`config.mk`:
```
export PLATFORM = sky130hd
export DESIGN_NAME = icache_plru
export DESIGN_NICKNAME = d
export VERILOG_FILES = /design/src/hdl/icache_pkg.sv /design/src/hdl/icache_plru.sv
export VERILOG_INCLUDE_DIRS = /design/src /design/src/hdl
export SDC_FILE = /design/constraint.sdc
export NUM_CORES = 1
export LEC_CHECK = 0
export ABC_AREA = 1
export BUFFER_PORTS_ARGS = -buffer_cell sky130_fd_sc_hd__buf_2
export CORE_ASPECT_RATIO = 1.75
export CORE_UTILIZATION = 37
export CTS_BUF_LIST = sky130_fd_sc_hd__clkbuf_16
export DETAILED_ROUTE_END_ITERATION = 8
export GPL_ROUTABILITY_DRIVEN = 0
export GPL_TIMING_DRIVEN = 0
export PLACE_DENSITY = 0.53
export SLEW_MARGIN = 40
export SYNTH_ARGS = -nofsm -noshare
export SYNTH_HDL_FRONTEND = slang
export SYNTH_SLANG_ARGS = --single-unit
export TNS_END_PERCENT = 10
```
`constraint.sdc`:
```
create_clock -name clk -period 8.1 [get_ports clk]
set_input_delay 0.81 -clock clk [delete_from_list [all_inputs] [get_ports clk]]
set_output_delay 0.81 -clock clk [all_outputs]
set_load 0.005 [all_outputs]
```
`src/hdl/icache_macros.svh`:
```
`ifndef ICACHE_MACROS_SVH
`define ICACHE_MACROS_SVH

// Address split, tag 31..12, index 11..5, word 4..2
`define ICACHE_ADDR_W      32
`define ICACHE_TAG_W       20
`define ICACHE_INDEX_W     7
`define ICACHE_OFFSET_W    5
`define ICACHE_WORD_SEL_W  3

// Geometry
`define ICACHE_WAYS        4
`define ICACHE_SETS        128
`define ICACHE_WORDS       8

// Tree PLRU bits per set
`define ICACHE_PLRU_W      3

// Index-invalidate takes its way from address bits 13..12
`define ICACHE_OP_WAY_LSB  12

`endif
```
`src/hdl/icache_pkg.sv`:
```
`include "icache_macros.svh"

package icache_pkg;

    // Address fields
    typedef logic [`ICACHE_TAG_W-1:0]      tag_t;
    typedef logic [`ICACHE_INDEX_W-1:0]    index_t;
    typedef logic [`ICACHE_WORD_SEL_W-1:0] word_sel_t;
    typedef logic [31:0]                   word_t;

    // One-hot way select
    typedef logic [`ICACHE_WAYS-1:0]       way_mask_t;

    // B2, B1, B0 of one set
    typedef logic [`ICACHE_PLRU_W-1:0]     plru_t;

    typedef enum logic [2:0] {
        RESET_SWEEP,    // Clears one set per cycle
        RUN,            // Lookup and hit return
        MISS,           // Burst address phase
        REFILL,         // Burst data phase
        REPLAY,         // Re-read of the filled line
        OP_READ,        // Tag read for maintenance
        OP_APPLY        // Valid clear and completion
    } ctrl_state_e;

    typedef enum logic {
        OP_INDEX_INVALID,
        OP_HIT_INVALID
    } cache_op_e;

endpackage

```
`src/hdl/icache_plru.sv`:
```
`timescale 1ns/10ps
`include "icache_macros.svh"

module icache_plru (
    input  logic                  clk,
    input  logic                  sweep_en,
    input  icache_pkg::index_t    sweep_index,
    input  icache_pkg::index_t    lookup_index,
    output icache_pkg::way_mask_t victim_way,
    input  logic                  touch,
    input  icache_pkg::index_t    touch_index,
    input  icache_pkg::way_mask_t touch_way
);
    import icache_pkg::*;

    localparam int B2 = 2;
    localparam int B1 = 1;
    localparam int B0 = 0;

    plru_t plru_mem [`ICACHE_SETS];
    plru_t look_bits;
    plru_t touch_bits;

    assign look_bits = plru_mem[lookup_index];

    // B2 picks the half, B1 or B0 the way within it
    always_comb begin
        if (!look_bits[B2]) begin
            victim_way = look_bits[B1] ? 4'b0010 : 4'b0001;
        end else begin
            victim_way = look_bits[B0] ? 4'b1000 : 4'b0100;
        end
    end

    // Point the tree away from the touched way
    always_comb begin
        touch_bits = plru_mem[touch_index];
        case (touch_way)
            4'b0001: {touch_bits[B2], touch_bits[B1]} = 2'b11;
            4'b0010: {touch_bits[B2], touch_bits[B1]} = 2'b10;
            4'b0100: {touch_bits[B2], touch_bits[B0]} = 2'b01;
            4'b1000: {touch_bits[B2], touch_bits[B0]} = 2'b00;
            default: ;
        endcase
    end

    always_ff @(posedge clk) begin
        if (sweep_en) begin
            plru_mem[sweep_index] <= '0;
        end else if (touch) begin
            plru_mem[touch_index] <= touch_bits;
        end
    end

    // Each returned word comes from exactly one hitting way
    a_one_way: assert property (@(posedge clk)
        $onehot(victim_way) && (!touch || $onehot(touch_way)))
        else $error("plru: victim or touched way not one-hot");

endmodule

```
==> reports/metrics.cfg, run 1 <==
[status]
status=completed

[global_route]
antenna_found_initial=1
overflow=0
grt_util_all_layers=0.3109
grt_pass1_vias=14940
grt_max_degree=68
grt_pass1_wl_um=105800

[clocking]
holdBufCountCts=0
cts_buffers=36
cts.reportedPaths.clkPinSlew_ps=70
cts_tree=done
clockBufferDepth=3
htreeDepth=2
clock-sinks=384
cts_resized=0
root_buffer=clkbuf_16
post_cts_buffers=0

[die]
io_pins=32
die_width_um=168.8
die_h_um=293.9
core-area_mm2=0.04788
rows=106
fp.dieArea_mm2=0.04959
start_util=0.3761

[route]
drt-wirelength-per-cell_um=28.22
dr.pass1.iters=6
viasPerCell=5.663
route.detailed.drc=0
drtAntennaViolNets=0
wirelength_um=75730
drt_iter0_markers=1894
num_vias=15200

[worst_setup_path]
cp_max_fo=10
crit_required_ps=7290
crit_chain=clkbuf_1 > clkbuf_2 > clkbuf_1 > nand3_1 > nand3_1 > nand3_1 > nand2_1 > nand2_1 > nand3_1 > nand2_1 > nand2_1 > nand2_1 > nor2_1 > buf_2
crit_type=input pin to output port
cpMostUsedCell=nand2_1
start_kind=input pin
critPathArrivalTime_ps=3820
slowest_delay_ps=780
cp_slowest_cell=clkbuf_1
endpoint_kind=output port

[final_layout]
nets=2037
utilization=0.4264
area_growth_pct=13.37
drive_gt1_frac=0.1012
stdcell_area_mm2=0.02042
reg_top3=plru_mem (384)
antennaDiodeCount=0
layoutNonFillerInstCount=2684
largest_reg_flops=384
top_register=plru_mem

[synth]
synth_cell_types=23
syn_avg_cell_area_um2=9.336
ys_warn_count=0
yosysSeqAreaShare=0.6403
syn_area_mm2=0.01801
netlist_instances=1929
synthesis.nets=1957
ys_ff_latch=384

[sta]
slew_viol_final=0
period_minus_slack_ps=4626
hold_viol=0
tightestPinTransition_ps=976.8
timing.setup.tns_ps=0
setup_viol=0
fmax_mhz=216.2
period_share=0.5711
slew_headroom=0.3488
rsz0062_at_grt=no

[placement]
dpl.cell_count=2619
dp_hpwl_um=50610
io_buffer_count=29
placed_area_mm2=0.01931

[power_and_ir_drop]
p_total_uw=4340
power_density_mw_per_mm2=212.6
ir_worst_vdd_uv=166.7
p_leak_uw=0.007410

[flow_run]
cap_viol_max_count=0

[hold_path]
hp-class=input pin to flop

power by group:
group          leakage (uW)  total (uW)  switching (uW)  internal [uW]
registers           0.00272        2180            2.70           2180
logic               0.00412         482             384           98.1
clock network      0.000573        1670             779            895
through the flow:
stage	hold WS [ps]	worst slack (ps)
finish	742.0	3474
global route	756.0	3309
CTS	739.8	3573
detailed placement	1324	3584
global placement	1569	-3251
floorplan	1274	2002
cells by family (layout without fill, tap and decap cells):
| kind of cell | count (synthesis) | after routing | synth area share |
|---|---|---|---|
| and+or+nand+nor | 1376 | 1376 | 0.3213 |
| DFF | 384 | 384 | 0.6403 |
| buffers and inverters | 159 | 266 | 0.03446 |
| AOI/OAI and AO/OA | 10 | 10 | 0.003891 |
worst max-delay path, delay by kind of cell:
| kind | cells | cell delay (ps) |
|---|---|---|
| buf+inv | 4 | 1650 |
| simple gates | 10 | 1340 |
cells in the mapped netlist, drive strengths merged:
library cell / instances / share of area
a21oi: 2 / 0.00056
a31oi: 1 / 0.00035
buf: 29 / 0.0072
clkbuf: 102 / 0.021
clkinv: 1 / 0.00021
edfxtp: 384 / 0.64
inv: 27 / 0.0058
nand2: 602 / 0.13
nand3: 354 / 0.098
nand4: 1 / 0.00035
nor2: 417 / 0.095
nor3: 1 / 0.00028
o21ai: 7 / 0.0030
or2: 1 / 0.00035
placed cells by master, fill, tap and decap left out, drive strengths merged:
cell type / n
nor2: 417
a31oi: 1
o21ai: 7
inv: 38
or2: 1
nand3: 354
nand2: 602
edfxtp: 384
nor3: 1
nand4: 1
a21oi: 2
buf: 70
bufinv: 2
clkbuf: 140
clkinv: 16
routing by layer:
layer | vias up | wire [um] | GRT usage
li1 | 6632 | - | -
met1 | 7368 | 25940 | 0.3513
met2 | 898 | 36490 | 0.5240
met3 | 299 | 6778 | 0.05232
met4 | 2 | 6514 | 0.2355
met5 | - | 8 | 0
cell type report:
cell class	count	area, um^2
Buffer	131	589.3
Clock buffer	37	925.9
Clock inverter	28	177.7
Fill cell	4707	27460
Inverter	28	115.1
Multi-Input combinational cell	1386	5888
Sequential cell	384	11530
Tap cell	648	810.8
Timing Repair Buffer	42	377.9
worst paths after layout:
path                            start                        end  slack [ps]  depth (start not counted)
worst max-delay path  lookup_index[1]              victim_way[0]        3470                         14
worst min-delay path     touch_way[3]  plru_mem[49][0]$_DFFE_PP_         740                          2
No activity file was read; power rests on OpenSTA's default activity.
==> run 2: changes to the inputs <==
- PLACE_DENSITY: 0.53 -> 0.55
- clock period: 8.1 -> 4.1 ns (I/O delays scaled with it)
==> reports/metrics.cfg, run 2 (synthesis gave the netlist of run 1 again) <==
[clocking]
clockBufferDepth=3  ; unchanged
cts_tree=done
cts_resized=0  ; unchanged
root_buffer=clkbuf_16
cts_buffers=36  ; unchanged
clock-sinks=384  ; unchanged
htreeDepth=2  ; unchanged
post_cts_buffers=0  ; unchanged
holdBufCountCts=0  ; unchanged
cts.reportedPaths.clkPinSlew_ps=60  ; about the same

[power_and_ir_drop]
p_switching_uw=2238  ; +92%
power_density_mw_per_mm2=415.8  ; +96%
ir_worst_vdd_uv=247.2  ; +48%
switching_share=0.2637  ; -0.005063
clkPwrFrac=0.381  ; -0.005
p_leak_uw=0.007420  ; +0.13%
p_seq_frac=0.508  ; +0.005
internal_power_uw=6250  ; +97%
p_comb_frac=0.111  ; about the same

[final_layout]
most-common-layout-cells=nand2_1 (593), nor2_1 (393), edfxtp_1 (384), nand3_1 (354), clkbuf_2 (54)
utilization=0.4263  ; about the same
reg_top3=plru_mem (384)
area_growth_pct=13.34  ; about the same
nets=2039  ; +0.098%
largest_reg_flops=384  ; unchanged
final_common_cell=nand2_1
layoutNonFillerInstCount=2680  ; -0.15%
drive_gt1_frac=0.1039  ; +0.002711
fill_cells=4675  ; -0.68%
top_register=plru_mem

[worst_setup_path]
critPathArrivalTime_ps=3090  ; -730 ps
start_kind=input pin
crit_required_ps=3690  ; -3600 ps
cp_max_fo=10  ; unchanged
endpoint_kind=output port
crit_type=input pin to output port

[sta]
slew_viol_final=0  ; unchanged
tightestPinTransition_ps=908.3  ; -68.48 ps
period_minus_slack_ps=3505
period_share=0.8548
fmax_mhz=285.3
slew_headroom=0.3945  ; +0.04565
setup_viol=0  ; unchanged
rsz0062_at_grt=no
hold_viol=0  ; unchanged

[global_route]
grt_util_all_layers=0.3078  ; -0.003109
overflow=0  ; unchanged
grt_pass1_wl_um=105000  ; -0.71%
antenna_found_initial=2  ; +1
grt_max_degree=88  ; +29%
grt_pass1_vias=14990  ; +0.30%

[hold_path]
hold_end=plru_mem[37][0]$_DFFE_PP_
hold_depth=2  ; unchanged
hp-class=input pin to flop
min-delay-start=touch_way[3]

[route]
viasPerCell=5.651  ; -0.21%
dr.pass1.iters=5  ; -1
wirelength_um=75190  ; -0.71%
drt-wirelength-per-cell_um=28.06  ; -0.57%
num_vias=15150  ; -0.36%
drtAntennaViolNets=0  ; unchanged
route.detailed.drc=0  ; unchanged
drt_iter0_markers=1748  ; -7.7%

[placement]
dpl.cell_count=2621  ; +0.076%
dp_hpwl_um=51560  ; +1.9%
io_buffer_count=29  ; unchanged

[die]
die_h_um=293.9  ; unchanged
fp.dieArea_mm2=0.04959  ; unchanged
start_util=0.3761  ; unchanged
die_width_um=168.8  ; unchanged
rows=106  ; unchanged
core-area_mm2=0.04788  ; unchanged
io_pins=32  ; unchanged

[flow_run]
cap_viol_max_count=0  ; unchanged

[status]
status=completed

## run 2: changes by cell type in the layout (fill, tap and decap cells not counted), sizes merged
cell / before / now
clkbuf: 140 / 139
inv: 38 / 34
diode: 0 / 1
clkinv: 16 / 13
buf: 70 / 73
## run 2: worst max-delay path, cell delays in order
cell and delay [ps]:
clkbuf_1 150, clkinv_1 130, buf_2 390, buf_1 680, nand3_1 170, nand3_1 130
nand3_1 110, nand2_1 170, nand2_1 70, nand3_1 110, nand2_1 60, nand2_1 60
nand2_1 50, nor2_1 220, buf_2 170
## run 2: worst max-delay path by stage
stage / startpoint / to / slack [ps]
floorplan: touch_way[0] / plru_mem[0][0]$_DFFE_PP_ / -1400
global placement: touch_way[1] / plru_mem[99][0]$_DFFE_PP_ / -6580
detailed placement: touch_way[3] / plru_mem[84][2]$_DFFE_PP_ / 660
CTS: lookup_index[1] / victim_way[0] / 670
global route: lookup_index[1] / victim_way[2] / 460
finish: lookup_index[1] / victim_way[0] / 600
## run 2: cell type report
type	instances	area (um^2)	area share
flip-flops and latches	384	11530	0.5650
diodes	1	2.502	0.0001226
plain buffers	131	598.1	0.02930
inverters	28	115.1	0.005640
clock buffers	37	925.9	0.04536
clock inverters	21	135.1	0.006621
well taps	648	810.8	0.03972
repair buffers	44	409.1	0.02005
multi-input cells	1386	5883	0.2882
## run 2: power by group through the flow
stage | Clock [uW] | Combinational, uW | Sequential, uW
2_1_floorplan | 0 | 456 | 4400
3_3_place_gp | 0 | 884 | 4410
3_5_place_dp | 0 | 911 | 4400
4_1_cts | 3220 | 914 | 4310
5_1_grt | 3360 | 979 | 4310
6_report | 3230 | 945 | 4310
## run 2: per-layer routing
metal	part of all wire	up-vias	GRT usage
met4	0.10	2	0.2632
met3	0.088	345	0.05770
met1	0.33	7247	0.3291
li1	-	6612	-
met2	0.48	939	0.5221
met5	0.00012	-	0
## run 2: metrics by stage
stage	setup slack [ps]	total power [uW]	cell area (um^2)	hold WS, ps	setup TNS (ps)
after floorplan	-1405	4858	18010	873.8	-179840
after global placement	-6576	5295	18970	1195	-1428010
after detailed placement	663.4	5309	19340	842.0	0
after CTS	670.8	8443	20400	283.8	0
after global routing	460.2	8651	20410	306.5	0
final	595.2	8488	20410	290.8	0
