==> src/hdl/icache_macros.svh <==
`ifndef ICACHE_MACROS_SVH
`define ICACHE_MACROS_SVH

// Address split, tag 31..12, index 11..5, word 4..2
`define ICACHE_ADDR_W      32
`define ICACHE_TAG_W       20
`define ICACHE_INDEX_W     7
`define ICACHE_OFFSET_W    5
`define ICACHE_WORD_SEL_W  3

// Geometry
`define ICACHE_WAYS        4
`define ICACHE_SETS        128
`define ICACHE_WORDS       8

// Tree PLRU bits per set
`define ICACHE_PLRU_W      3

// Index-invalidate takes its way from address bits 13..12
`define ICACHE_OP_WAY_LSB  12

`endif
==> src/hdl/icache_pkg.sv <==
`include "icache_macros.svh"

package icache_pkg;

    // Address fields
    typedef logic [`ICACHE_TAG_W-1:0]      tag_t;
    typedef logic [`ICACHE_INDEX_W-1:0]    index_t;
    typedef logic [`ICACHE_WORD_SEL_W-1:0] word_sel_t;
    typedef logic [31:0]                   word_t;

    // One-hot way select
    typedef logic [`ICACHE_WAYS-1:0]       way_mask_t;

    // B2, B1, B0 of one set
    typedef logic [`ICACHE_PLRU_W-1:0]     plru_t;

    typedef enum logic [2:0] {
        RESET_SWEEP,    // Clears one set per cycle
        RUN,            // Lookup and hit return
        MISS,           // Burst address phase
        REFILL,         // Burst data phase
        REPLAY,         // Re-read of the filled line
        OP_READ,        // Tag read for maintenance
        OP_APPLY        // Valid clear and completion
    } ctrl_state_e;

    typedef enum logic {
        OP_INDEX_INVALID,
        OP_HIT_INVALID
    } cache_op_e;

endpackage

==> src/hdl/icache_ctrl.sv <==
`timescale 1ns/10ps
`include "icache_macros.svh"

module icache_ctrl (
    input  logic                      clk,
    input  logic                      rstn,
    // CPU fetch
    input  logic                      inst_req,
    input  logic [`ICACHE_ADDR_W-1:0] inst_addr,
    output logic                      inst_addr_ok,
    output logic                      inst_data_ok,
    // Maintenance
    input  logic                      cache_req,
    input  icache_pkg::cache_op_e     cache_op,
    input  logic [`ICACHE_ADDR_W-1:0] cache_addr,
    output logic                      cache_op_ok,
    // Memory read burst
    output logic [`ICACHE_ADDR_W-1:0] araddr,
    output logic                      arvalid,
    input  logic                      arready,
    input  icache_pkg::word_t         rdata,
    input  logic                      rvalid,
    input  logic                      rlast,
    output logic                      rready,
    // Array lookup
    output icache_pkg::index_t        rd_index,
    output icache_pkg::word_sel_t     rd_word,
    output icache_pkg::tag_t          cmp_tag,
    input  icache_pkg::way_mask_t     hit_way,
    // Tag write
    output icache_pkg::way_mask_t     wr_way,
    output icache_pkg::index_t        wr_index,
    output icache_pkg::tag_t          wr_tag,
    output logic                      wr_valid,
    // Data write
    output icache_pkg::way_mask_t     d_wr_way,
    output icache_pkg::word_sel_t     d_wr_word,
    output icache_pkg::word_t         d_wr_data,
    // PLRU
    input  icache_pkg::way_mask_t     victim_way,
    output logic                      sweep_en,
    output icache_pkg::index_t        sweep_index,
    output logic                      touch,
    output icache_pkg::index_t        touch_index,
    output icache_pkg::way_mask_t     touch_way
);
    import icache_pkg::*;

    localparam int WORD_LSB = `ICACHE_OFFSET_W - `ICACHE_WORD_SEL_W;
    localparam int OP_WAY_W = $clog2(`ICACHE_WAYS);

    function automatic tag_t addr_tag(input logic [`ICACHE_ADDR_W-1:0] a);
        return a[`ICACHE_ADDR_W-1 -: `ICACHE_TAG_W];
    endfunction

    function automatic index_t addr_index(input logic [`ICACHE_ADDR_W-1:0] a);
        return a[`ICACHE_OFFSET_W +: `ICACHE_INDEX_W];
    endfunction

    function automatic word_sel_t addr_word(input logic [`ICACHE_ADDR_W-1:0] a);
        return a[WORD_LSB +: `ICACHE_WORD_SEL_W];
    endfunction

    ctrl_state_e               state;
    index_t                    sweep_cnt;
    word_sel_t                 fill_word;
    logic                      pend_valid;
    logic [`ICACHE_ADDR_W-1:0] pend_addr;
    logic [`ICACHE_ADDR_W-1:0] look_addr;
    logic                      hit;
    logic                      miss_now;
    way_mask_t                 op_way;

    ////////////////////////////////////////////////////////////
    // CPU and memory strobes
    ////////////////////////////////////////////////////////////
    assign hit      = |hit_way;
    assign miss_now = (state == RUN) && pend_valid && !hit;

    // A hit frees the slot in the same cycle for the next address
    assign inst_data_ok = (state == RUN) && pend_valid && hit;
    assign inst_addr_ok = (state == RUN) && inst_req && !cache_req
                          && (!pend_valid || hit);
    assign cache_op_ok  = (state == OP_APPLY);

    assign araddr  = {pend_addr[`ICACHE_ADDR_W-1:2], 2'b00};
    assign arvalid = (state == MISS);
    assign rready  = (state == REFILL);

    ////////////////////////////////////////////////////////////
    // Array lookup and writes
    ////////////////////////////////////////////////////////////
    always_comb begin
        case (state)
            OP_READ: look_addr = cache_addr;
            REPLAY:  look_addr = pend_addr;
            default: look_addr = inst_addr;
        endcase
    end

    assign rd_index = addr_index(look_addr);
    assign rd_word  = addr_word(look_addr);
    assign cmp_tag  = addr_tag(look_addr);

    // Index-invalidate names the way, hit-invalidate uses the match
    assign op_way = (cache_op == OP_INDEX_INVALID)
                    ? way_mask_t'(1) << cache_addr[`ICACHE_OP_WAY_LSB +: OP_WAY_W]
                    : hit_way;

    always_comb begin
        wr_way   = '0;
        wr_index = addr_index(pend_addr);
        if (state == RESET_SWEEP) begin
            wr_way   = '1;
            wr_index = sweep_cnt;
        end else if (state == OP_APPLY) begin
            wr_way   = op_way;
            wr_index = addr_index(cache_addr);
        end else if (miss_now) begin
            wr_way = victim_way;
        end
    end

    // Victim tag goes in as valid when the miss is taken
    assign wr_tag   = addr_tag(pend_addr);
    assign wr_valid = miss_now;

    // PLRU is untouched during a fill, so the victim stays put
    assign d_wr_way  = (state == REFILL && rvalid) ? victim_way : '0;
    assign d_wr_word = fill_word;
    assign d_wr_data = rdata;

    assign sweep_en    = (state == RESET_SWEEP);
    assign sweep_index = sweep_cnt;
    assign touch       = inst_data_ok;
    assign touch_index = addr_index(pend_addr);
    assign touch_way   = hit_way;

    ////////////////////////////////////////////////////////////
    // State machine
    ////////////////////////////////////////////////////////////
    always_ff @(posedge clk) begin
        if (!rstn) begin
            state      <= RESET_SWEEP;
            sweep_cnt  <= '0;
            pend_valid <= 1'b0;
        end else begin
            if (inst_addr_ok) begin
                pend_valid <= 1'b1;
            end else if (inst_data_ok) begin
                pend_valid <= 1'b0;
            end
            case (state)
                RESET_SWEEP: begin
                    sweep_cnt <= sweep_cnt + 1'b1;
                    if (sweep_cnt == index_t'(`ICACHE_SETS - 1)) begin
                        state <= RUN;
                    end
                end
                RUN: begin
                    // Outstanding lookup goes before maintenance
                    if (miss_now) begin
                        state <= MISS;
                    end else if (cache_req && !pend_valid) begin
                        state <= OP_READ;
                    end
                end
                MISS: begin
                    if (arready) begin
                        state <= REFILL;
                    end
                end
                REFILL: begin
                    if (rvalid && rlast) begin
                        state <= REPLAY;
                    end
                end
                REPLAY:   state <= RUN;
                OP_READ:  state <= OP_APPLY;
                OP_APPLY: state <= RUN;
                default:  state <= RUN;
            endcase
        end
    end

    // Pending address and wrap counter of the burst
    always_ff @(posedge clk) begin
        if (inst_addr_ok) begin
            pend_addr <= inst_addr;
        end
        if (miss_now) begin
            fill_word <= addr_word(pend_addr);
        end else if (rready && rvalid) begin
            fill_word <= fill_word + 1'b1;
        end
    end

    a_burst_phases: assert property (@(posedge clk) disable iff (!rstn)
        !(arvalid && rready))
        else $error("ctrl: address and data phase overlap");

    // Data comes one cycle after its accept or one cycle after a replay
    a_data_source: assert property (@(posedge clk) disable iff (!rstn)
        inst_data_ok |-> $past(inst_addr_ok) || $past(state == REPLAY))
        else $error("ctrl: data return without a pending request");

endmodule

==> config.mk <==
export PLATFORM = sky130hd
export DESIGN_NAME = icache_ctrl
export DESIGN_NICKNAME = d
export VERILOG_FILES = /design/src/hdl/icache_pkg.sv /design/src/hdl/icache_ctrl.sv
export VERILOG_INCLUDE_DIRS = /design/src /design/src/hdl
export SDC_FILE = /design/constraint.sdc
export NUM_CORES = 1
export LEC_CHECK = 0
export BUFFER_PORTS_ARGS = -buffer_cell sky130_fd_sc_hd__buf_2
export CELL_PAD_IN_SITES_DETAIL_PLACEMENT = 1
export CELL_PAD_IN_SITES_GLOBAL_PLACEMENT = 1
export CORE_ASPECT_RATIO = 0.5
export CORE_MARGIN = 2
export CORE_UTILIZATION = 28
export CTS_CLUSTER_DIAMETER = 200
export DETAILED_ROUTE_END_ITERATION = 7
export PLACE_DENSITY = 0.84
export SETUP_SLACK_MARGIN = 0.02
export SLEW_MARGIN = 5
export SYNTH_ARGS = -nofsm -noshare
export SYNTH_HDL_FRONTEND = slang
export SYNTH_SLANG_ARGS = --single-unit
==> constraint.sdc <==
create_clock -name clk -period 4.85 [get_ports clk]
set_input_delay 0.2425 -clock clk [delete_from_list [all_inputs] [get_ports clk]]
set_output_delay 0.2425 -clock clk [all_outputs]
set_load 0.01 [all_outputs]
==> results.py, run 1 <==
metrics = {
    "critical_path": {
        "endpoint_kind": "primary output",
        "cp-start-kind": "register",
        "worstPathMaxFanout": 31,
        "required_ps": 4610,
        "critPathArrivalTime_ps": 2830,
        "timing_worst_setup_path_type": "register to primary output",
    },
    "synth": {
        "synth-seq-cells": 44,
        "syn_inst": 334,
        "synth_edf_count": 33,
        "synth_cell_types": 40,
        "ys.flop_type": "edfxtp_1",
        "syn_avg_cell_area_um2": 9.24,
        "async_reset_ff_share_pct": 0,
        "yosysSeqAreaShare_pct": 39.2,
        "ys_warn_count": 0,
        "syn_area_um2": 3090,
    },
    "floorplan": {
        "fp.dieH_um": 78.2,
        "die_w_um": 152,
        "num_rows": 27,
        "die_area_um2": 11900,
        "core_area_um2": 10900,
        "start_util_pct": 28.4,
        "io_pins": 270,
    },
    "clock_network": {
        "clkTransAtPathRegs_ps": 60,
        "cts_root_buf": "clkbuf_16",
        "cts_setup_buffers": 0,
        "hold_buffers": 0,
        "cts_resized": 0,
        "clk_latency_ps": 280,
        "cts_buffer_depth": 2,
        "cts_buffers": 5,
        "cts.sinks": 44,
        "cts_tree": "done",
        "htreeDepth": 2,
    },
    "layout": {
        "post-route-util_pct": 35.4,
        "area_growth_pct": 24.7,
        "multi_input_area_um2": 1280,
        "antenna_cells": 0,
        "ff_latch_area_um2": 1210,
        "num-fill-cells": 1362,
        "layout.nets": 571,
        "fin_area_um2": 3850,
        "drive_gt1_share_pct": 46.9,
    },
    "global_route": {
        "antenna_found_initial": 0,
        "grt-ovfl-total": 0,
        "track_usage_pct": 16.5,
        "grt_pass1_wl_um": 15500,
        "grt_start_max_net_pins": 61,
        "grt_pass1_vias": 2796,
    },
    "sta": {
        "setup_viol": 0,
        "period_needed_ps": 3070,
        "fin_crit_sh_pct": 63.3,
        "relSlewSlack_pct": 24.7,
        "tightestPinTransition_ps": 1130,
        "timing.final.ws_setup_ps": 1780,
        "fin_worst_skew_ps": 4.72,
        "timing.fmax_mhz": 326,
        "grt_setup_unrepaired": "no",
        "hold_viol": 0,
        "setup_tns_ps": 0,
        "maxSlewViolCount": 0,
    },
    "pwr": {
        "total_power_w": 0.000845,
        "pwr-share-clk_pct": 40.6,
        "power.internal_w": 0.000655,
        "ir_drop_mv": 0.126,
        "power.density_nw_per_um2": 219,
        "p_leak_nw": 1.78,
        "pwr-share-comb_pct": 11.1,
        "p_sw_w": 0.000190,
        "swShare_pct": 22.5,
        "power_frac_seq_pct": 48.4,
    },
    "routing": {
        "vias_per_cell": 4.62,
        "vias": 2787,
        "drt_wl_total_um": 10400,
        "dr.pass1.iters": 4,
        "routedWlPerCell_um": 17.3,
        "ant_nets": 0,
        "drc": 0,
        "initialDrtViolationCount": 162,
    },
    "placement": {
        "dp_slack_ps": 2070,
        "io_buffer_count": 199,
        "gp_congestion": 0.840,
        "dpl.hpwl_um": 7950,
        "placed_cell_area_um2": 3700,
    },
    "flow_run": {
        "maxCapViolCount": 0,
    },
    "worst_hold_path": {
        "hold_path_class": "input pin to register",
    },
    "outcome": {
        "outcome": "complete, no violations",
    },
}
state kept, by name, summed over array words and instances, names as in the netlist:
signal and flops:
d_wr_word 3, pend_addr 30, pend_valid 1, state 3, sweep_index 7
metrics by stage:
stage          hold WS, ps  instances
2_1_floorplan          341        335
3_3_place_gp           433        595
3_5_place_dp           435        595
4_1_cts                138        603
5_1_grt                134        603
6_report               147        603
cell usage after synthesis, drive strengths merged, types with 3 or more instances:
cell type  instances  area [um2]
nand2             42         158
or3                4        30.0
clkbuf             9        33.8
o21ai             48         240
edfxtp            33         991
nor2               3        11.3
and2               5        31.3
buf               76         553
nand3              7        35.0
mux2i             38         380
inv                7        26.3
a21oi             16        80.1
a41oi              4        35.0
dfxtp             11         220
nor3b              4        30.0
cell type report:
class                           count  share of cell area (%)
Tap cell                          145                    4.71
Sequential cell                    44                    31.5
Multi-Input combinational cell    199                    33.2
Clock buffer                        8                    3.80
Timing Repair Buffer              200                    26.1
Inverter                            7                   0.682
cell usage in the layout (no fill, tap or decap), types with 2 or more instances in the layout:
master and n:
buf_2 199, o21ai_0 46, nand2_1 42, mux2i_1 38, edfxtp_1 33, a21oi_1 15
dfxtp_1 10, inv_1 7, nand3_1 7, and2_1 5, clkbuf_16 5, nor3b_1 4
a41oi_1 4, nor2_1 3, or3_1 3, nor2b_1 2, mux2_2 2, o21ai_1 2
and3b_1 2, o31ai_1 2, or4_1 2, ha_1 2, conb_1 2, clkbuf_1 2
critical path: stages, from the launching register on:
cell     delay, ps
dfxtp_1        430
or3b_2         510
or3b_1         430
a21oi_4        860
buf_2          290
power groups by stage:
stage               Combinational [W]  Sequential (W)  Clock, W
finish                      0.0000935        0.000409  0.000343
global route                 0.000103        0.000409  0.000374
CTS                         0.0000942        0.000409  0.000357
detailed placement          0.0000936        0.000417         0
global placement            0.0000902        0.000417         0
floorplan                   0.0000614        0.000417         0
kinds of logic after synthesis:
group,synth area share (%)
compound gates,12.8
xor+xnor,0.568
fa+ha+maj,0.811
buf+inv,19.9
flops,39.2
mux,13.1
other cells,0.121
simple gates,13.5
metal layers:
metal  part of all wire [%]  wire, um  GRT usage, %
met1                     43      4500          20.4
met3                    3.2       330          2.98
met4                    1.7       180          4.81
met5                      0         0             0
met2                     52      5400          29.7
worst paths after layout:
kind                       start              to  slack, ps  depth (start not counted)
setup / recovery        state[2]    inst_addr_ok       1780                          4
hold / removal     inst_addr[10]   pend_addr[10]        150                          1
setup reg to reg        state[2]   pend_addr[21]       2210                          3
hold reg to reg   sweep_index[1]  sweep_index[1]        540                          2
Note: power is estimated with default switching activity, not from simulation.
==> inputs of run 2 (changes only) <==
Settings changed: CORE_UTILIZATION 28 to 26, PLACE_DENSITY 0.84 to 0.79.
Clock period 4.85 ns to 2.92 ns, I/O delays scaled along.
==> results.py, run 2 (synthesis gave the netlist of run 1 again) <==
metrics = {
    "outcome": {
        "outcome": "complete, no violations",
    },
    "placement": {
        "io_buffer_count": 199,
        "dp_cells": 619,
        "dpl.hpwl_um": 7960,
        "placed_cell_area_um2": 3780,
        "gp_congestion": 0.789,
        "dp_slack_ps": 826,
    },
    "sta": {
        "maxSlewViolCount": 0,
        "grt_setup_unrepaired": "no",
        "timing.fmax_mhz": 417,
        "hold_viol": 0,
        "setup_tns_ps": 0,
        "fin_worst_skew_ps": 5.60,
        "fin_crit_sh_pct": 82.2,
        "setup_viol": 0,
        "period_needed_ps": 2400,
        "timing.final.ws_setup_ps": 520,
        "relSlewSlack_pct": 57.5,
        "tightestPinTransition_ps": 638,
    },
    "layout": {
        "layout.nets": 575,
        "final_common_cell": "buf_2",
        "final_cells": 627,
        "fin_area_um2": 3930,
        "area_growth_pct": 27.3,
        "mostFrequentLayoutCells": "buf_2 (199), o21ai_0 (46), nand2_1 (42), mux2i_1 (38), edfxtp_1 (33)",
        "antenna_cells": 0,
        "largest_register": "pend_addr",
        "drive_gt1_share_pct": 47.4,
        "largest_reg_flops": 30,
    },
    "floorplan": {
        "io_pins": 270,
        "core_area_um2": 11700,
        "die_area_um2": 12800,
        "fp.dieH_um": 81.0,
        "start_util_pct": 26.4,
        "num_rows": 28,
        "die_w_um": 158,
    },
    "clock_network": {
        "cts_tree": "done",
        "hold_buffers": 0,
        "cts_buffers": 5,
        "clk_latency_ps": 290,
        "cts.sinks": 44,
        "cts_resized": 0,
        "htreeDepth": 2,
        "cts_buffer_depth": 2,
        "cts_setup_buffers": 0,
        "clkTransAtPathRegs_ps": 60,
        "cts_root_buf": "clkbuf_16",
    },
    "critical_path": {
        "cp_top_family": "simple AND/OR/NAND/NOR gates",
        "timing_worst_setup_path_type": "register to primary output",
        "endpoint_kind": "primary output",
        "critPathArrivalTime_ps": 2250,
        "cp-start-kind": "register",
        "crit_buf_inv": 2,
        "crit_chain": "or3b_2 > or3b_1 > a21oi_4 > buf_12 > buf_2",
        "ff2ff_setup_slack_ps": 800,
        "worstPathMaxFanout": 30,
        "reg2regPathDepth": 4,
        "timing.rr.start": "state[2]",
        "max_stage_delay_ps": 520,
        "crit_path_top_delay_cell": "or3b_2",
        "worstReg2RegEnd": "pend_addr[25]",
        "required_ps": 2770,
    },
    "global_route": {
        "grt_pass1_vias": 2714,
        "track_usage_pct": 15.4,
        "antenna_found_initial": 0,
        "grt_pass1_wl_um": 15200,
        "grt_start_max_net_pins": 59,
        "grt-ovfl-total": 0,
    },
    "pwr": {
        "p_leak_nw": 1.81,
        "power.density_nw_per_um2": 359,
        "ir_drop_mv": 0.190,
    },
    "routing": {
        "vias": 2778,
        "routedWlPerCell_um": 16.5,
        "drt_wl_total_um": 10300,
        "drc": 0,
        "ant_nets": 0,
        "initialDrtViolationCount": 151,
        "dr.pass1.iters": 4,
        "vias_per_cell": 4.43,
    },
    "worst_hold_path": {
        "min_path_cells": 1,
        "whs_endpoint": "pend_addr[28]",
        "worstHoldStart": "inst_addr[28]",
        "hold_path_class": "input pin to register",
    },
    "flow_run": {
        "maxCapViolCount": 0,
    },
}
-- run 2: changes by cell type in the layout (fill, tap and decap cells not counted), sizes merged --
| cell | previous run | this run |
|---|---|---|
| buf | 200 | 204 |
-- run 2: cell type report --
| cell class | instances | area [um2] |
|---|---|---|
| clock buffers | 8 | 146 |
| fillers | 1464 | 7770 |
| inverters | 7 | 26.3 |
| multi-input cells | 199 | 1280 |
| flip-flops and latches | 44 | 1210 |
| well taps | 165 | 206 |
| repair buffers | 204 | 1060 |
-- run 2: how the worst max path moves through the flow --
stage	startpoint	to	slack, ps	depth (start not counted)
5_1_grt	state[2]	inst_addr_ok	440	5
3_3_place_gp	state[2]	pend_addr[29]	860	4
3_5_place_dp	state[2]	inst_addr_ok	830	5
2_1_floorplan	state[2]	pend_addr[10]	290	4
6_report	state[2]	inst_addr_ok	520	5
4_1_cts	state[2]	inst_addr_ok	510	5
-- run 2: per-layer routing --
layer  vias to the layer above  wire length, um  track usage, %
met3                        10              370            3.36
li1                       1364                -               -
met1                      1348             4350            19.0
met5                         -                0               0
met4                         0              131            4.68
met2                        56             5460            27.4
-- run 2: stage by stage --
step | power (W) | hold WS [ps] | utilization, %
2_1_floorplan | 0.000795 | 245 | -
3_3_place_gp | 0.000842 | 292 | 32.3
3_5_place_dp | 0.000848 | 292 | 32.3
4_1_cts | 0.00143 | 38.1 | 33.6
5_1_grt | 0.00147 | 36.8 | 33.6
6_report | 0.00141 | 45.6 | 33.6
-- run 2: power breakdown --
part | internal [W] | total (W) | switching (W)
Sequential | 0.000674 | 0.000679 | 0.00000529
Clock | 0.000342 | 0.000579 | 0.000237
Combinational | 0.0000737 | 0.000155 | 0.0000811
==> inputs of run 3 (changes only) <==
Settings changed: ABC_AREA set to 1, CORE_UTILIZATION 26 to 23, PLACE_DENSITY 0.79 to 0.75.
Clock period 2.92 ns to 2.17 ns, I/O delays scaled along.
==> results.py, run 3 <==
metrics = {
    "outcome": {
        "outcome": "complete, no violations",
    },
    "routing": {
        "routedWlPerCell_um": 15.7,
        "highest_layer": "met4",
        "initialDrtViolationCount": 199,
        "vias_per_cell": 4.51,
        "ant_nets": 0,
        "dr_wl_met2_um": 6150,
        "dr.pass1.iters": 4,
        "drc": 0,
        "drt_wl_total_um": 11300,
        "met3WireLength_um": 353,
        "drt-met1-wl_um": 4550,
        "vias": 3239,
    },
    "synth": {
        "syn_avg_cell_area_um2": 7.83,
        "syn_inst": 399,
        "synth_top_area_share_pct": 31.7,
        "ys.flop_type": "edfxtp_1",
        "synth_top_area_cell": "edfxtp_1",
        "async_reset_ff_share_pct": 0,
        "synth-seq-cells": 44,
        "synth.area.top_cells": "edfxtp_1 (32%), buf_4 (17%), nand3_1 (13%), nand2_1 (8.0%), dfxtp_1 (7.0%)",
        "synth_common_cells": "nand3_1 (84), buf_4 (70), nand2_1 (67)",
        "ys_warn_count": 0,
        "synth_cell_types": 31,
        "synth_most_common_cell": "nand3_1",
        "yosysSeqAreaShare_pct": 38.8,
        "synth_edf_count": 33,
        "syn_area_um2": 3120,
    },
    "critical_path": {
        "crit_path_top_delay_cell": "dfxtp_1",
        "cp-start-kind": "register",
        "ff2ff_setup_slack_ps": 530,
        "timing_worst_setup_path_type": "register to primary output",
        "worstReg2RegEnd": "pend_addr[17]",
        "required_ps": 2060,
        "crit_chain": "nand2_1 > nor2_4 > nand3_2 > inv_2 > nand2_1 > o211ai_1 > buf_2",
        "crit_end": "wr_way[1]",
        "crit_start": "state[0]",
        "endpoint_kind": "primary output",
        "timing.rr.start": "state[0]",
        "reg2regPathDepth": 5,
        "max_stage_delay_ps": 500,
        "cpMostUsedCell": "nand2_1",
        "critPathArrivalTime_ps": 1820,
        "worstPathMaxFanout": 9,
    },
    "sta": {
        "fin_worst_skew_ps": 5.21,
        "hold_viol": 0,
        "timing.fmax_mhz": 520,
        "setup_viol": 0,
        "tightestPinTransition_ps": 508,
        "relSlewSlack_pct": 65.9,
        "fin_crit_sh_pct": 88.7,
        "setup_tns_ps": 0,
        "period_needed_ps": 1920,
        "grt_setup_unrepaired": "no",
        "maxSlewViolCount": 0,
    },
    "global_route": {
        "grt_start_max_net_pins": 32,
        "grt-ovfl-total": 0,
        "antenna_found_initial": 0,
        "track_usage_pct": 14.7,
        "grt_pass1_wl_um": 17000,
        "grt_pass1_vias": 3242,
    },
    "clock_network": {
        "hold_buffers": 7,
        "cts.sinks": 44,
        "cts_resized": 0,
        "cts_buffers": 5,
        "clk_latency_ps": 290,
        "htreeDepth": 2,
        "cts_tree": "done",
        "cts_buffer_depth": 2,
        "cts_setup_buffers": 0,
        "cts_root_buf": "clkbuf_16",
        "clkTransAtPathRegs_ps": 70,
    },
    "pwr": {
        "power.density_nw_per_um2": 922,
        "p_sw_w": 0.00161,
        "power.internal_w": 0.00218,
        "pwr-share-comb_pct": 47.2,
        "pwr-share-clk_pct": 23.8,
        "p_leak_nw": 2.02,
        "swShare_pct": 42.5,
        "ir_drop_mv": 0.331,
        "power_frac_seq_pct": 28.9,
    },
    "placement": {
        "placed_cell_area_um2": 3840,
        "gp_congestion": 0.785,
        "dpl.hpwl_um": 8670,
        "io_buffer_count": 199,
    },
    "floorplan": {
        "start_util_pct": 23.3,
        "io_pins": 270,
        "fp.dieH_um": 86.4,
        "core_area_um2": 13400,
        "num_rows": 30,
        "die_w_um": 169,
        "die_area_um2": 14600,
    },
    "worst_hold_path": {
        "hold_path_class": "input pin to register",
        "worstHoldStart": "inst_addr[19]",
    },
    "layout": {
        "drive_gt1_share_pct": 42.3,
        "fin_area_um2": 4110,
        "final_common_cell": "buf_2",
        "mostFrequentLayoutCells": "buf_2 (199), nand3_1 (84), nand2_1 (67), edfxtp_1 (33), inv_1 (31)",
        "multi_input_area_um2": 1190,
        "largest_register": "pend_addr",
        "num-fill-cells": 1689,
        "area_growth_pct": 31.6,
        "largest_reg_flops": 30,
        "antenna_cells": 0,
        "ff_latch_area_um2": 1210,
        "layout.nets": 655,
    },
    "flow_run": {
        "maxCapViolCount": 0,
    },
}
## run 3: cell types whose count changed after synthesis, moves of 5 or more
cell | before | now
nand3_1 | 7 | 84
mux2i_1 | 38 | 0
o21ai_0 | 46 | 15
nand2_1 | 42 | 67
inv_1 | 7 | 31
nor2_1 | 3 | 20
o211ai_1 | 0 | 16
a21oi_1 | 16 | 9
inv_2 | 0 | 5
## run 3: how the worst min path moves through the flow
stage                          endpoint  cells after the start
after floorplan           pend_addr[10]                      0
after global placement    d_wr_data[21]                      0
after detailed placement  d_wr_data[21]                      0
after CTS                 pend_addr[29]                      1
after global routing      pend_addr[25]                      1
final                     pend_addr[19]                      1
## run 3: per-stage QoR
stage	setup WS, ps	util, %	std cells	total power, W	hold WS [ps]
after floorplan	255	-	400	0.00227	207
final	245	30.7	718	0.00379	11.5
after global placement	578	28.7	701	0.00288	217
after detailed placement	543	28.7	701	0.00290	217
after CTS	229	30.5	716	0.00384	1.07
after global routing	67.4	30.7	718	0.00404	0.340
## run 3: layer usage
layer  GRT usage, %  vias up
met1           16.5     1573
met3           2.33       29
met2           28.3       68
met5              0        -
met4           5.41        0
li1               -     1569
## run 3: layout make-up
cell class	count	area share [%]
well taps	176	5.35
flip-flops and latches	44	29.5
repair buffers	217	28.7
inverters	36	3.29
multi-input cells	237	28.9
clock buffers	8	4.32
## run 3: cells by family (layout without fill, tap and decap cells)
logic type               after synthesis  in the layout  share of synthesized area (%)
AO/OA/AOI/OAI                         46             46                           9.05
AND/OR/NAND/NOR                      186            186                           27.7
XOR/XNOR                               1              1                          0.280
other                                  1              2                          0.120
flip-flops                            44             44                           38.8
adder cells (fa/ha/maj)                2              2                          0.801
buffers and inverters                119            261                           23.3
## run 3: critical path, delay by kind of cell (launching register included)
| family | cells | cell delay (ps) |
|---|---|---|
| and+or+nand+nor | 4 | 620 |
| DFF | 1 | 500 |
| AOI/OAI and AO/OA | 1 | 80 |
| buffers and inverters | 2 | 310 |
## run 3: power groups by stage
stage	Sequential, W	Clock [W]	Combinational (W)
finish	0.00110	0.000903	0.00179
global route	0.00111	0.000962	0.00197
CTS	0.00110	0.000935	0.00181
detailed placement	0.00112	0	0.00179
global placement	0.00111	0	0.00177
floorplan	0.00112	0	0.00115
